**config.mk**
```make
export PLATFORM = sky130hd
export DESIGN_NAME = rv_pipe_top
export DESIGN_NICKNAME = d
export VERILOG_FILES = /design/src/rtl/isa_pkg.sv /design/src/rtl/bus_pkg.sv /design/src/rtl/reg_file.sv /design/src/rtl/fetch_unit.sv /design/src/rtl/exec_unit.sv /design/src/rtl/mem_arbiter.sv /design/src/rtl/rv_pipe_top.sv
export VERILOG_INCLUDE_DIRS = /design/src /design/src/rtl
export SDC_FILE = /design/constraint.sdc
export NUM_CORES = 2
export LEC_CHECK = 0
export BUFFER_PORTS_ARGS = -buffer_cell sky130_fd_sc_hd__buf_4
export CAP_MARGIN = 0
export CORE_MARGIN = 2
export CORE_UTILIZATION = 55
export CTS_CLUSTER_DIAMETER = 80
export DETAILED_ROUTE_END_ITERATION = 16
export PLACE_DENSITY = 0.73
export SYNTH_ARGS = -nofsm -noshare
export SYNTH_HDL_FRONTEND = slang
export SYNTH_HIERARCHICAL = 1
export SYNTH_SLANG_ARGS = --single-unit
```
**constraint.sdc**
```tcl
create_clock -name clk -period 50.4 [get_ports clk]
set_input_delay 15.12 -clock clk [delete_from_list [all_inputs] [get_ports clk]]
set_output_delay 15.12 -clock clk [all_outputs]
set_load 0.1 [all_outputs]
```
**src/rtl/core_params.svh**
```systemverilog
// rv_pipe core parameters
// widths and reset values shared by the core and its testbench
`ifndef CORE_PARAMS_SVH
`define CORE_PARAMS_SVH

// data path width
`define XLEN 32

// architectural registers
`define REG_COUNT 32
`define REG_IDX_W 5

// first fetch address after reset
`define RESET_PC 0

// byte address width seen on the bus
`define MEM_AW 12

`endif

```
**src/rtl/isa_pkg.sv**
```systemverilog
// rv_pipe ISA types
// data word, register index, major opcodes and ALU operations
`include "core_params.svh"

package isa_pkg;

    // one data word
    typedef logic [`XLEN-1:0] word_t;

    // register file index
    typedef logic [`REG_IDX_W-1:0] reg_idx_t;

    ////////////////////////////////
    // major opcodes, bits [6:0]
    ////////////////////////////////
    typedef enum logic [6:0] {
        OP_IMM    = 7'b0010011,
        OP_REG    = 7'b0110011,
        OP_LOAD   = 7'b0000011,
        OP_STORE  = 7'b0100011,
        OP_BRANCH = 7'b1100011,
        OP_SYSTEM = 7'b1110011
    } opcode_e;

    // ALU operations after funct decode
    typedef enum logic [2:0] {
        ALU_ADD,
        ALU_SUB,
        ALU_AND,
        ALU_OR,
        ALU_XOR,
        ALU_SLT
    } alu_op_e;

endpackage

```
**src/rtl/bus_pkg.sv**
```systemverilog
// rv_pipe bus types
// byte address, APB transfer phase and shared-bus owner
`include "core_params.svh"

package bus_pkg;

    // byte address on the shared bus
    typedef logic [`MEM_AW-1:0] addr_t;

    // APB master phase
    typedef enum logic [1:0] {
        IDLE,
        SETUP,
        ACCESS
    } apb_phase_e;

    // who owns the current transfer
    typedef enum logic {
        FETCH,
        DATA
    } owner_e;

endpackage

```
**src/rtl/reg_file.sv**
```systemverilog
// rv_pipe register file
// REG_COUNT words, two combinational read ports and one write port,
// x0 reads as zero and is never written
`timescale 1ns/1ps
`include "core_params.svh"

module reg_file
    import isa_pkg::*;
(
    input  logic     clk,
    input  logic     rst,
    input  reg_idx_t rs1_idx,
    input  reg_idx_t rs2_idx,
    output word_t    rs1_val,
    output word_t    rs2_val,
    input  logic     wr_en,
    input  reg_idx_t wr_idx,
    input  word_t    wr_data
);

    word_t regs [`REG_COUNT];

    // write lands on the completing edge
    always_ff @(posedge clk or posedge rst) begin
        if (rst) begin
            for (int i = 0; i < `REG_COUNT; i++) begin
                regs[i] <= '0;
            end
        end else if (wr_en && wr_idx != '0) begin
            regs[wr_idx] <= wr_data;
        end
    end

    // reads see the value written on the last edge
    assign rs1_val = (rs1_idx == '0) ? '0 : regs[rs1_idx];
    assign rs2_val = (rs2_idx == '0) ? '0 : regs[rs2_idx];

endmodule

```
**src/rtl/fetch_unit.sv**
```systemverilog
// rv_pipe fetch stage
// holds the PC and the IF/EX instruction register, issues one fetch at a
// time and drops fetches that return after a redirect or a halt
`timescale 1ns/1ps
`include "core_params.svh"

module fetch_unit
    import isa_pkg::*, bus_pkg::*;
(
    input  logic  clk,
    input  logic  rst,
    output logic  fetch_req,
    output addr_t fetch_addr,
    input  logic  fetch_done,
    input  word_t rdata,
    output logic  instr_valid,
    output word_t instr,
    output addr_t instr_pc,
    input  logic  instr_taken,
    input  logic  redirect,
    input  addr_t redirect_pc,
    input  logic  halt_req
);

    addr_t pc;
    addr_t target_q;
    logic  wrong_path;
    logic  stopped;
    logic  capture;

    // the PC stays put while its fetch is on the bus
    assign fetch_addr = pc;

    // returning word is good only on the correct path and before a halt
    assign capture = fetch_done && !wrong_path && !redirect && !stopped && !halt_req;

    //////////////////////////////
    // control state
    //////////////////////////////
    always_ff @(posedge clk or posedge rst) begin
        if (rst) begin
            pc          <= addr_t'(`RESET_PC);
            fetch_req   <= 1'b0;
            wrong_path  <= 1'b0;
            stopped     <= 1'b0;
            instr_valid <= 1'b0;
        end else begin
            // execute consumed the IR, or a branch flushed it
            if (instr_taken || redirect) begin
                instr_valid <= 1'b0;
            end
            if (halt_req) begin
                stopped <= 1'b1;
            end
            if (fetch_done) begin
                wrong_path <= 1'b0;
                if (stopped || halt_req) begin
                    // last fetch drains, nothing new goes out
                    fetch_req <= 1'b0;
                end else if (redirect) begin
                    pc <= redirect_pc;
                end else if (wrong_path) begin
                    pc <= target_q;
                end else begin
                    // next request leaves together with instr_valid
                    pc          <= pc + addr_t'(4);
                    instr_valid <= 1'b1;
                end
            end else if (redirect) begin
                // fetch in flight is stale, mark it for discard
                if (fetch_req) begin
                    wrong_path <= 1'b1;
                end else begin
                    pc <= redirect_pc;
                end
            end else if (!fetch_req && !stopped && !halt_req) begin
                fetch_req <= 1'b1;
            end
        end
    end

    // instruction register payload
    always_ff @(posedge clk) begin
        if (capture) begin
            instr    <= rdata;
            instr_pc <= pc;
        end
        if (redirect) begin
            target_q <= redirect_pc;
        end
    end

endmodule

```
**src/rtl/exec_unit.sv**
```systemverilog
// rv_pipe decode/execute stage
// decodes the IR, runs the ALU, resolves BEQ/BNE, issues LW/SW on the
// data port and commits results to the register file
`timescale 1ns/1ps
`include "core_params.svh"

module exec_unit
    import isa_pkg::*, bus_pkg::*;
(
    input  logic     clk,
    input  logic     rst,
    input  logic     instr_valid,
    input  word_t    instr,
    input  addr_t    instr_pc,
    output logic     instr_taken,
    output reg_idx_t rs1_idx,
    output reg_idx_t rs2_idx,
    input  word_t    rs1_val,
    input  word_t    rs2_val,
    output logic     wr_en,
    output reg_idx_t wr_idx,
    output word_t    wr_data,
    output logic     data_req,
    output logic     data_we,
    output addr_t    data_addr,
    output word_t    data_wdata,
    input  logic     data_done,
    input  word_t    rdata,
    output logic     redirect,
    output addr_t    redirect_pc,
    output logic     halt_req,
    output logic     halted
);

    opcode_e opcode;
    alu_op_e alu_op;
    logic [2:0] funct3;
    logic is_alu, is_load, is_store, is_branch, is_system, illegal;
    logic active;
    logic is_mem;
    logic br_taken;
    word_t imm_i, imm_s, imm_b;
    word_t alu_b, alu_res, mem_ea;

    //////////////////////////////
    // field extraction
    //////////////////////////////
    assign opcode  = opcode_e'(instr[6:0]);
    assign funct3  = instr[14:12];
    assign rs1_idx = instr[19:15];
    assign rs2_idx = instr[24:20];
    assign wr_idx  = instr[11:7];

    // sign-extended immediates
    assign imm_i = {{20{instr[31]}}, instr[31:20]};
    assign imm_s = {{20{instr[31]}}, instr[31:25], instr[11:7]};
    assign imm_b = {{19{instr[31]}}, instr[31], instr[7], instr[30:25], instr[11:8], 1'b0};

    // opcode and funct fields into unit selects
    always_comb begin
        is_alu    = 1'b0;
        is_load   = 1'b0;
        is_store  = 1'b0;
        is_branch = 1'b0;
        is_system = 1'b0;
        illegal   = 1'b0;
        alu_op    = ALU_ADD;
        case (opcode)
            OP_IMM, OP_REG: begin
                is_alu = 1'b1;
                case (funct3)
                    3'b000: alu_op = (opcode == OP_REG && instr[30]) ? ALU_SUB : ALU_ADD;
                    3'b010: alu_op = ALU_SLT;
                    3'b100: alu_op = ALU_XOR;
                    3'b110: alu_op = ALU_OR;
                    3'b111: alu_op = ALU_AND;
                    // shifts and SLTU are not implemented
                    default: illegal = 1'b1;
                endcase
            end
            OP_LOAD:   is_load = 1'b1;
            OP_STORE:  is_store = 1'b1;
            OP_BRANCH: begin
                is_branch = 1'b1;
                // only BEQ and BNE
                illegal = (funct3[2:1] != 2'b00);
            end
            OP_SYSTEM: is_system = 1'b1;
            default:   illegal = 1'b1;
        endcase
    end

    //////////////////////////////
    // ALU and branch compare
    //////////////////////////////
    assign alu_b = (opcode == OP_REG) ? rs2_val : imm_i;

    always_comb begin
        case (alu_op)
            ALU_SUB: alu_res = rs1_val - alu_b;
            ALU_AND: alu_res = rs1_val & alu_b;
            ALU_OR:  alu_res = rs1_val | alu_b;
            ALU_XOR: alu_res = rs1_val ^ alu_b;
            ALU_SLT: alu_res = word_t'($signed(rs1_val) < $signed(alu_b));
            default: alu_res = rs1_val + alu_b;
        endcase
    end

    // funct3[0] set means BNE
    assign br_taken = funct3[0] ? (rs1_val != rs2_val) : (rs1_val == rs2_val);

    //////////////////////////////
    // issue, memory and commit
    //////////////////////////////
    assign active = instr_valid && !halted;
    assign is_mem = is_load || is_store;

    // held until data_done since the IR and sources do not move
    assign mem_ea     = rs1_val + (is_store ? imm_s : imm_i);
    assign data_req   = active && is_mem;
    assign data_we    = is_store;
    assign data_addr  = addr_t'(mem_ea);
    assign data_wdata = rs2_val;

    // memory ops wait here until the bus answers
    assign instr_taken = active && (!is_mem || data_done);

    // x0 never gets a write strobe
    assign wr_en   = active && !illegal && (is_alu || (is_load && data_done))
                     && (wr_idx != '0);
    assign wr_data = is_load ? rdata : alu_res;

    assign redirect    = active && !illegal && is_branch && br_taken;
    assign redirect_pc = instr_pc + addr_t'(imm_b);

    // SYSTEM or anything unknown stops the core
    assign halt_req = active && (is_system || illegal);

    always_ff @(posedge clk or posedge rst) begin
        if (rst) begin
            halted <= 1'b0;
        end else if (halt_req) begin
            halted <= 1'b1;
        end
    end

    // waiting load or store keeps its fields until data_done
    a_data_held: assert property (@(posedge clk) disable iff (rst)
        (data_req && !data_done) |=> (data_req && $stable(data_we)
                                      && $stable(data_addr) && $stable(data_wdata)));

endmodule

```
**src/rtl/mem_arbiter.sv**
```systemverilog
// rv_pipe memory arbiter
// picks fetch or data for the single APB master, data first, and returns
// a one-cycle done with the read word to the owner
`timescale 1ns/1ps
`include "core_params.svh"

module mem_arbiter
    import isa_pkg::*, bus_pkg::*;
(
    input  logic  clk,
    input  logic  rst,
    input  logic  fetch_req,
    input  addr_t fetch_addr,
    output logic  fetch_done,
    input  logic  data_req,
    input  logic  data_we,
    input  addr_t data_addr,
    input  word_t data_wdata,
    output logic  data_done,
    output word_t rdata,
    output logic  psel,
    output logic  penable,
    output logic  pwrite,
    output addr_t paddr,
    output word_t pwdata,
    input  word_t prdata,
    input  logic  pready
);

    apb_phase_e phase;
    owner_e     owner;
    logic       xfer_end;

    //////////////////////////////
    // phase FSM
    //////////////////////////////
    always_ff @(posedge clk or posedge rst) begin
        if (rst) begin
            phase  <= IDLE;
            owner  <= FETCH;
            pwrite <= 1'b0;
        end else begin
            case (phase)
                IDLE: begin
                    // data wins a tie
                    if (data_req) begin
                        owner  <= DATA;
                        pwrite <= data_we;
                        phase  <= SETUP;
                    end else if (fetch_req) begin
                        owner  <= FETCH;
                        pwrite <= 1'b0;
                        phase  <= SETUP;
                    end
                end
                SETUP:   phase <= ACCESS;
                ACCESS:  if (pready) phase <= IDLE;
                default: phase <= IDLE;
            endcase
        end
    end

    // address and write data latched at grant
    always_ff @(posedge clk) begin
        if (phase == IDLE) begin
            paddr  <= data_req ? data_addr : fetch_addr;
            pwdata <= data_req ? data_wdata : '0;
        end
    end

    assign psel    = (phase != IDLE);
    assign penable = (phase == ACCESS);

    // done follows pready in the ACCESS phase
    assign xfer_end   = (phase == ACCESS) && pready;
    assign fetch_done = xfer_end && (owner == FETCH);
    assign data_done  = xfer_end && (owner == DATA);

    // only meaningful in a done cycle
    assign rdata = prdata;

    a_hold_in_wait: assert property (@(posedge clk) disable iff (rst)
        (penable && !pready) |=> ($stable(paddr) && $stable(pwrite) && $stable(pwdata)));

    // fetch side keeps its request and address until fetch_done
    a_fetch_held: assert property (@(posedge clk) disable iff (rst)
        (fetch_req && !fetch_done) |=> (fetch_req && $stable(fetch_addr)));

endmodule

```
**src/rtl/rv_pipe_top.sv**
```systemverilog
// rv_pipe top level
// fetch and execute stages, register file and the shared APB master
`timescale 1ns/1ps
`include "core_params.svh"

module rv_pipe_top
    import isa_pkg::*, bus_pkg::*;
(
    input  logic     clk,
    input  logic     rst,
    output logic     psel,
    output logic     penable,
    output logic     pwrite,
    output addr_t    paddr,
    output word_t    pwdata,
    input  word_t    prdata,
    input  logic     pready,
    output logic     halted,
    output logic     commit_valid,
    output reg_idx_t commit_rd,
    output word_t    commit_data
);

    // fetch side of the arbiter
    logic     fetch_req, fetch_done;
    addr_t    fetch_addr;
    // data side of the arbiter
    logic     data_req, data_we, data_done;
    addr_t    data_addr;
    word_t    data_wdata, rdata;
    // IF/EX handoff and control back to fetch
    logic     instr_valid, instr_taken, redirect, halt_req;
    word_t    instr;
    addr_t    instr_pc, redirect_pc;
    // register read ports
    reg_idx_t rs1_idx, rs2_idx;
    word_t    rs1_val, rs2_val;

    fetch_unit u_fetch (
        .clk(clk), .rst(rst),
        .fetch_req(fetch_req), .fetch_addr(fetch_addr),
        .fetch_done(fetch_done), .rdata(rdata),
        .instr_valid(instr_valid), .instr(instr), .instr_pc(instr_pc),
        .instr_taken(instr_taken), .redirect(redirect),
        .redirect_pc(redirect_pc), .halt_req(halt_req)
    );

    // commit outputs are the register write port itself
    exec_unit u_exec (
        .clk(clk), .rst(rst),
        .instr_valid(instr_valid), .instr(instr), .instr_pc(instr_pc),
        .instr_taken(instr_taken),
        .rs1_idx(rs1_idx), .rs2_idx(rs2_idx),
        .rs1_val(rs1_val), .rs2_val(rs2_val),
        .wr_en(commit_valid), .wr_idx(commit_rd), .wr_data(commit_data),
        .data_req(data_req), .data_we(data_we),
        .data_addr(data_addr), .data_wdata(data_wdata),
        .data_done(data_done), .rdata(rdata),
        .redirect(redirect), .redirect_pc(redirect_pc),
        .halt_req(halt_req), .halted(halted)
    );

    reg_file u_rf (
        .clk(clk), .rst(rst),
        .rs1_idx(rs1_idx), .rs2_idx(rs2_idx),
        .rs1_val(rs1_val), .rs2_val(rs2_val),
        .wr_en(commit_valid), .wr_idx(commit_rd), .wr_data(commit_data)
    );

    mem_arbiter u_arb (
        .clk(clk), .rst(rst),
        .fetch_req(fetch_req), .fetch_addr(fetch_addr), .fetch_done(fetch_done),
        .data_req(data_req), .data_we(data_we), .data_addr(data_addr),
        .data_wdata(data_wdata), .data_done(data_done), .rdata(rdata),
        .psel(psel), .penable(penable), .pwrite(pwrite),
        .paddr(paddr), .pwdata(pwdata), .prdata(prdata), .pready(pready)
    );

endmodule

```
# ---- Word level (Yosys, flattened, before mapping)
# Cells that the tools add are included.
dict set report totals {
  word_cells 193
  input_bits 35
  out_inout_bits 86
  reg_bits 1144
}
dict set report op_classes {
  n_lt_le_gt_ge 5
  bitwise_logic 7
  n_eq_ne 25
  n_reduce_logical 54
  addsub 5
  mux 52
}
# cell n
set ops {}
lappend ops {{$bwmux W1024} 1}
lappend ops {{$bmux W32 S5} 2}
lappend ops {{$mux W32} 9}
lappend ops {{$demux W32 S5} 1}
lappend ops {{$pmux W32 S5} 1}
lappend ops {{$mux W12} 7}
lappend ops {{$add A32 B32 Y32} 1}
lappend ops {{$and A32 B32 Y32} 1}
lappend ops {{$eq A32 B32 Y1} 1}
lappend ops {{$lt A32 B32 Y1} 1}
lappend ops {{$ne A32 B32 Y1} 1}
lappend ops {{$or A32 B32 Y32} 1}
lappend ops {{$sub A32 B32 Y32} 1}
lappend ops {{$xor A32 B32 Y32} 1}
lappend ops {{$add A12 B12 Y12} 2}
lappend ops {{$mux W1} 23}
lappend ops {{$logic_and A1 B1 Y1} 22}
lappend ops {{$ge A6 B6 Y1 const B} 3}
lappend ops {{$not A5 Y6} 3}
lappend ops {{$eq A3 B3 Y1 const B} 5}
lappend ops {{$pmux W3 S5} 1}
lappend ops {{$eq A7 B6 Y1 const B} 2}
lappend ops {{$eq A7 B7 Y1 const B} 2}
lappend ops {{$add A12 B3 Y12 const B} 1}
lappend ops {{28 further kinds} 55}

# ---- Logic depth before layout (Yosys ltp)
dict set report logic_depth {
  ltp_word 14
  mapped_depth 26
  mapped_depth_nobuf 17
}

# ---- By module
# Netlist, hierarchy kept.
# mod area_per_inst_um2 instances seq_area_each_um2 cells_per_inst
set by_module_without_submodules {}
lappend by_module_without_submodules {reg_file 54542.3 1 25624.6 3728}
lappend by_module_without_submodules {exec_unit 7133.1 1 25.0 1059}
lappend by_module_without_submodules {fetch_unit 2713.9 1 2082.0 174}
lappend by_module_without_submodules {mem_arbiter 2115.8 1 1421.4 143}

# ---- Worst setup path after synthesis
# OpenSTA, ideal clock, no wires.
dict set report synth_path {
  path_kind {input to output}
  start {in pready}
  end {out commit_valid}
  n_path_buf 0
  stages 5
  arrival_time_ns 18.182
  t_required_ns 35.280
  path_slack_ns 17.098
  path_cell_list {and3_1 -> a21oi_1 -> nor3_1 -> o21ai_0 -> a311oi_1}
}
dict set report synth_via {
  elab_chain_len 6
}
# item line_no
set synth_rtl {}
lappend synth_rtl {{start, declared} rv_pipe_top.sv:17} ;# input logic pready,
lappend synth_rtl {{$logic_and A1 B1 Y1} mem_arbiter.sv:75} ;# assign xfer_end = (phase == ACCESS) && pready;
lappend synth_rtl {{$logic_and A1 B1 Y1} mem_arbiter.sv:77} ;# assign data_done = xfer_end && (owner == DATA);
lappend synth_rtl {{$logic_and A1 B1 Y1} exec_unit.sv:129} ;# assign wr_en = active && !illegal && (is_alu || (is_load && data_done))
lappend synth_rtl {{$logic_or A1 B1 Y1} exec_unit.sv:129}
lappend synth_rtl {{$logic_and A1 B1 Y1} exec_unit.sv:129}
lappend synth_rtl {{$logic_and A1 B1 Y1} exec_unit.sv:130} ;# && (wr_idx != '0);
lappend synth_rtl {{end, declared} rv_pipe_top.sv:19} ;# output logic commit_valid,
# Every way passes these cells.

# ---- Final worst setup path
dict set report layout_path {
  start {in prdata[29]}
  end {out commit_data[29]}
}
dict set report layout_via {
  elab_chain_len 1
}
# item line_no
set layout_rtl {}
lappend layout_rtl {{start, declared} rv_pipe_top.sv:16} ;# input word_t prdata,
lappend layout_rtl {{$mux W32} exec_unit.sv:131} ;# assign wr_data = is_load ? rdata : alu_res;
lappend layout_rtl {{end, declared} rv_pipe_top.sv:21} ;# output word_t commit_data
# Every way passes these cells.

==> results.py <==
metrics = {
    "worst_hold_path": {
        "hold_path.class": "flop to flop",
        "worstHoldPathCells": 0,
        "worstHoldStart": "u_rf/regs[998]",
        "min_to": "u_rf/regs[998]",
    },
    "global_routing": {
        "grt_pass1_vias": 47081,
        "gr-total-overflow": 0,
        "grtUsageTotal_pct": 37.2,
        "grt_max_degree": 194,
        "grt_pass1_wl_mm": 331,
        "antenna_found_initial": 3,
    },
    "setup_path": {
        "crit_path_start_kind": "input pin",
        "r2r_end": "u_rf/regs[285]",
        "critPathCaptureType": "primary output",
        "rr_worst_depth": 22,
        "critical_path.max_fanout": 32,
        "cp.arrival_ps": 16970,
        "r2r-start": "u_fetch/instr[21]",
        "r2r_setup_slack_ps": 41330,
        "crit_required_ps": 35280,
        "crit_type": "input pin to primary output",
    },
    "floorplan": {
        "die_h_um": 352,
        "ios": 121,
        "num_rows": 127,
        "start_util_pct": 55.4,
        "coreArea_mm2": 0.120,
        "die_area_mm2": 0.124,
        "die_x_um": 352,
    },
    "synthesis": {
        "synth.distinct_cells": 94,
        "synth_flop_cell": "dfrtp_1",
        "synthXorXnorAreaFrac_pct": 0.961,
        "syn_area_per_cell_um2": 13.0,
        "yosysMostFrequentCell": "mux2_2",
        "synthAdderAreaFrac_pct": 2.34,
        "syn-num-nets": 5261,
        "async_reset_ff_share_pct": 91.3,
        "synth_top_area_share_pct": 39.3,
        "synthMuxAreaShare_pct": 35.5,
        "synth_seq_cells": 1145,
        "synth_area_leader_cell": "dfrtp_1",
        "synth-edff-count": 100,
        "synthTopCellsByCount": "mux2_2, dfrtp_1, mux4_2",
        "synth_cells": 5104,
        "synth_top_family_by_area": "multiplexers",
        "synth-simple-area-share_pct": 4.44,
        "ys_warn_count": 6,
        "synth-compound-area-share_pct": 7.94,
        "synth.area.top_cells": "dfrtp_1, mux2_2, mux4_2",
        "syn_area_mm2": 0.0665,
        "ys_seq_area_share_pct": 43.8,
    },
    "sta": {
        "setup-tns-final_ps": 0,
        "rsz0062_at_grt": "false",
        "clock.fmax_mhz": 31.2,
        "hold_violations": 0,
        "final-max-slew-violation-count": 0,
        "slew_headroom_pct": 7.32,
        "period_minus_slack_ps": 32090,
        "finalClockSkew_ps": 60.1,
        "setup-violations-final": 0,
        "finalCritPeriodShare_pct": 63.7,
        "tightest_slew_ps": 1380,
    },
    "clocking": {
        "cts_resized": 0,
        "clock-root-buffer": "clkbuf_16",
        "clock_latency_ps": 770,
        "cts_sinks": 1145,
        "cts_setup_buffers": 0,
        "clk_pin_slew_ps": 60,
        "cts_made_buffers": 117,
        "tritoncts": "done",
        "cts_hold_buf": 0,
        "cts_buffer_depth": 3,
        "cts_max_level": 3,
    },
    "finish": {
        "final_util_pct": 60.6,
        "drive_gt1_share_pct": 40.9,
        "area_delta_synth_final_pct": 9.36,
        "fin_nets": 5102,
        "fin_cells": 6662,
        "n_fill_cell": 9184,
        "design_area_mm2": 0.0727,
    },
    "place": {
        "io_buffers": 120,
        "place.gp.congestion": 1.02,
        "dp_cells": 6437,
        "place_hpwl_mm": 133,
        "place_area_mm2": 0.0685,
    },
    "power_and_ir_drop": {
        "power.density_mw_per_mm2": 31.6,
        "p_leak_nw": 33.6,
        "power_mw": 2.30,
        "peakVddDrop_v": 0.0000654,
    },
    "route": {
        "avgRoutedWirePerCell_um": 34.6,
        "viasPerCell": 7.21,
        "dr_total_vias": 48061,
        "totalWireLength_mm": 231,
        "dr.pass1.iters": 6,
        "ant_nets": 0,
        "drtIter0Drc": 6848,
        "post-route-drc-count": 0,
    },
    "outcome": {
        "status": "completed",
    },
    "flow_run": {
        "cap_violations": 0,
    },
}
[critical path, stage by stage]
cell and delay [ps]:
buf_4 110, o211ai_1 180, nand3_1 940, buf_4 610
[state kept, by name, summed over array words and instances, names as in the netlist]
register             cells
u_arb/owner              1
u_arb/pwrite             1
u_arb/phase              2
u_arb/paddr             12
u_fetch/fetch_req        1
u_fetch/wrong_path       1
u_fetch/instr           32
u_arb/pwdata            32
u_fetch/stopped          1
u_fetch/instr_valid      1
u_exec/halted            1
u_fetch/instr_pc        12
u_fetch/target_q        12
u_fetch/fetch_addr      12
u_rf/regs             1024
[cell type report]
type	instances	area, um^2	area share [%]
Antenna cell	3	7.51	0.0103
Clock buffer	157	3350	4.61
Clock inverter	64	883	1.21
Inverter	112	428	0.588
Multi-Input combinational cell	3272	34500	47.5
Sequential cell	1145	29200	40.1
Tap cell	1612	2020	2.77
Timing Repair Buffer	297	2350	3.24
[logic make-up after synthesis]
| family | count (synthesis) |
|---|---|
| AO/OA/AOI/OAI | 752 |
| adder cells (fa/ha/maj) | 122 |
| buffers and inverters | 687 |
| AND/OR/NAND/NOR | 576 |
| XOR/XNOR | 73 |
| multiplexers | 1749 |
| flip-flops | 1145 |
[where the power goes]
group / leakage [nW] / switching [mW] / internal [mW]
Combinational: 16.0 / 0.286 / 0.0787
Clock: 2.09 / 0.392 / 0.557
Sequential: 15.5 / 0.0216 / 0.964
Total: 33.6 / 0.700 / 1.60
[how the worst max path moves through the flow]
stage / from / end / slack [ps] / depth (start not counted)
floorplan: rst / u_rf/regs[0] / 6460 / 1
global placement: pready / commit_valid / 18460 / 7
detailed placement: pready / commit_valid / 18350 / 7
CTS: pready / commit_valid / 18350 / 7
global route: pready / commit_valid / 18240 / 7
finish: prdata[29] / commit_data[29] / 18310 / 4
[per-stage QoR]
stage                     hold WS [ps]  setup slack, ps
after floorplan                    443             6460
after global placement             384            18460
after detailed placement           386            18350
after CTS                          402            18350
after global routing               410            18240
final                              400            18310
[routing by layer]
layer / part of all wire, % / vias to the layer above / track usage [%] / routed length [um]
met2: 42 / 3381 / 53.7 / 97700
li1: - / 18972 / - / -
met3: 13 / 827 / 11.3 / 30400
met1: 38 / 24881 / 49.6 / 86500
met5: 0 / - / 0 / 0
met4: 7.0 / 0 / 21.9 / 16100
[layout by cell type (no fill, tap or decap), types with 48 or more instances in the layout]
master / synthesis / layout
mux2_2: 1070 / 1070
nor3_1: 61 / 58
buf_4: 109 / 287
nand2_1: 110 / 94
clkbuf_16: 0 / 122
mux4_2: 383 / 383
and2_1: 58 / 56
nor2b_1: 55 / 48
ha_1: 118 / 118
mux2i_1: 296 / 296
dfrtp_1: 1045 / 1045
a21oi_1: 162 / 154
o21ai_0: 68 / 65
inv_1: 111 / 110
nor2_1: 144 / 118
edfxtp_1: 100 / 100
a22oi_1: 81 / 81
a211oi_1: 57 / 56
Note: power is estimated with default switching activity, not from simulation.
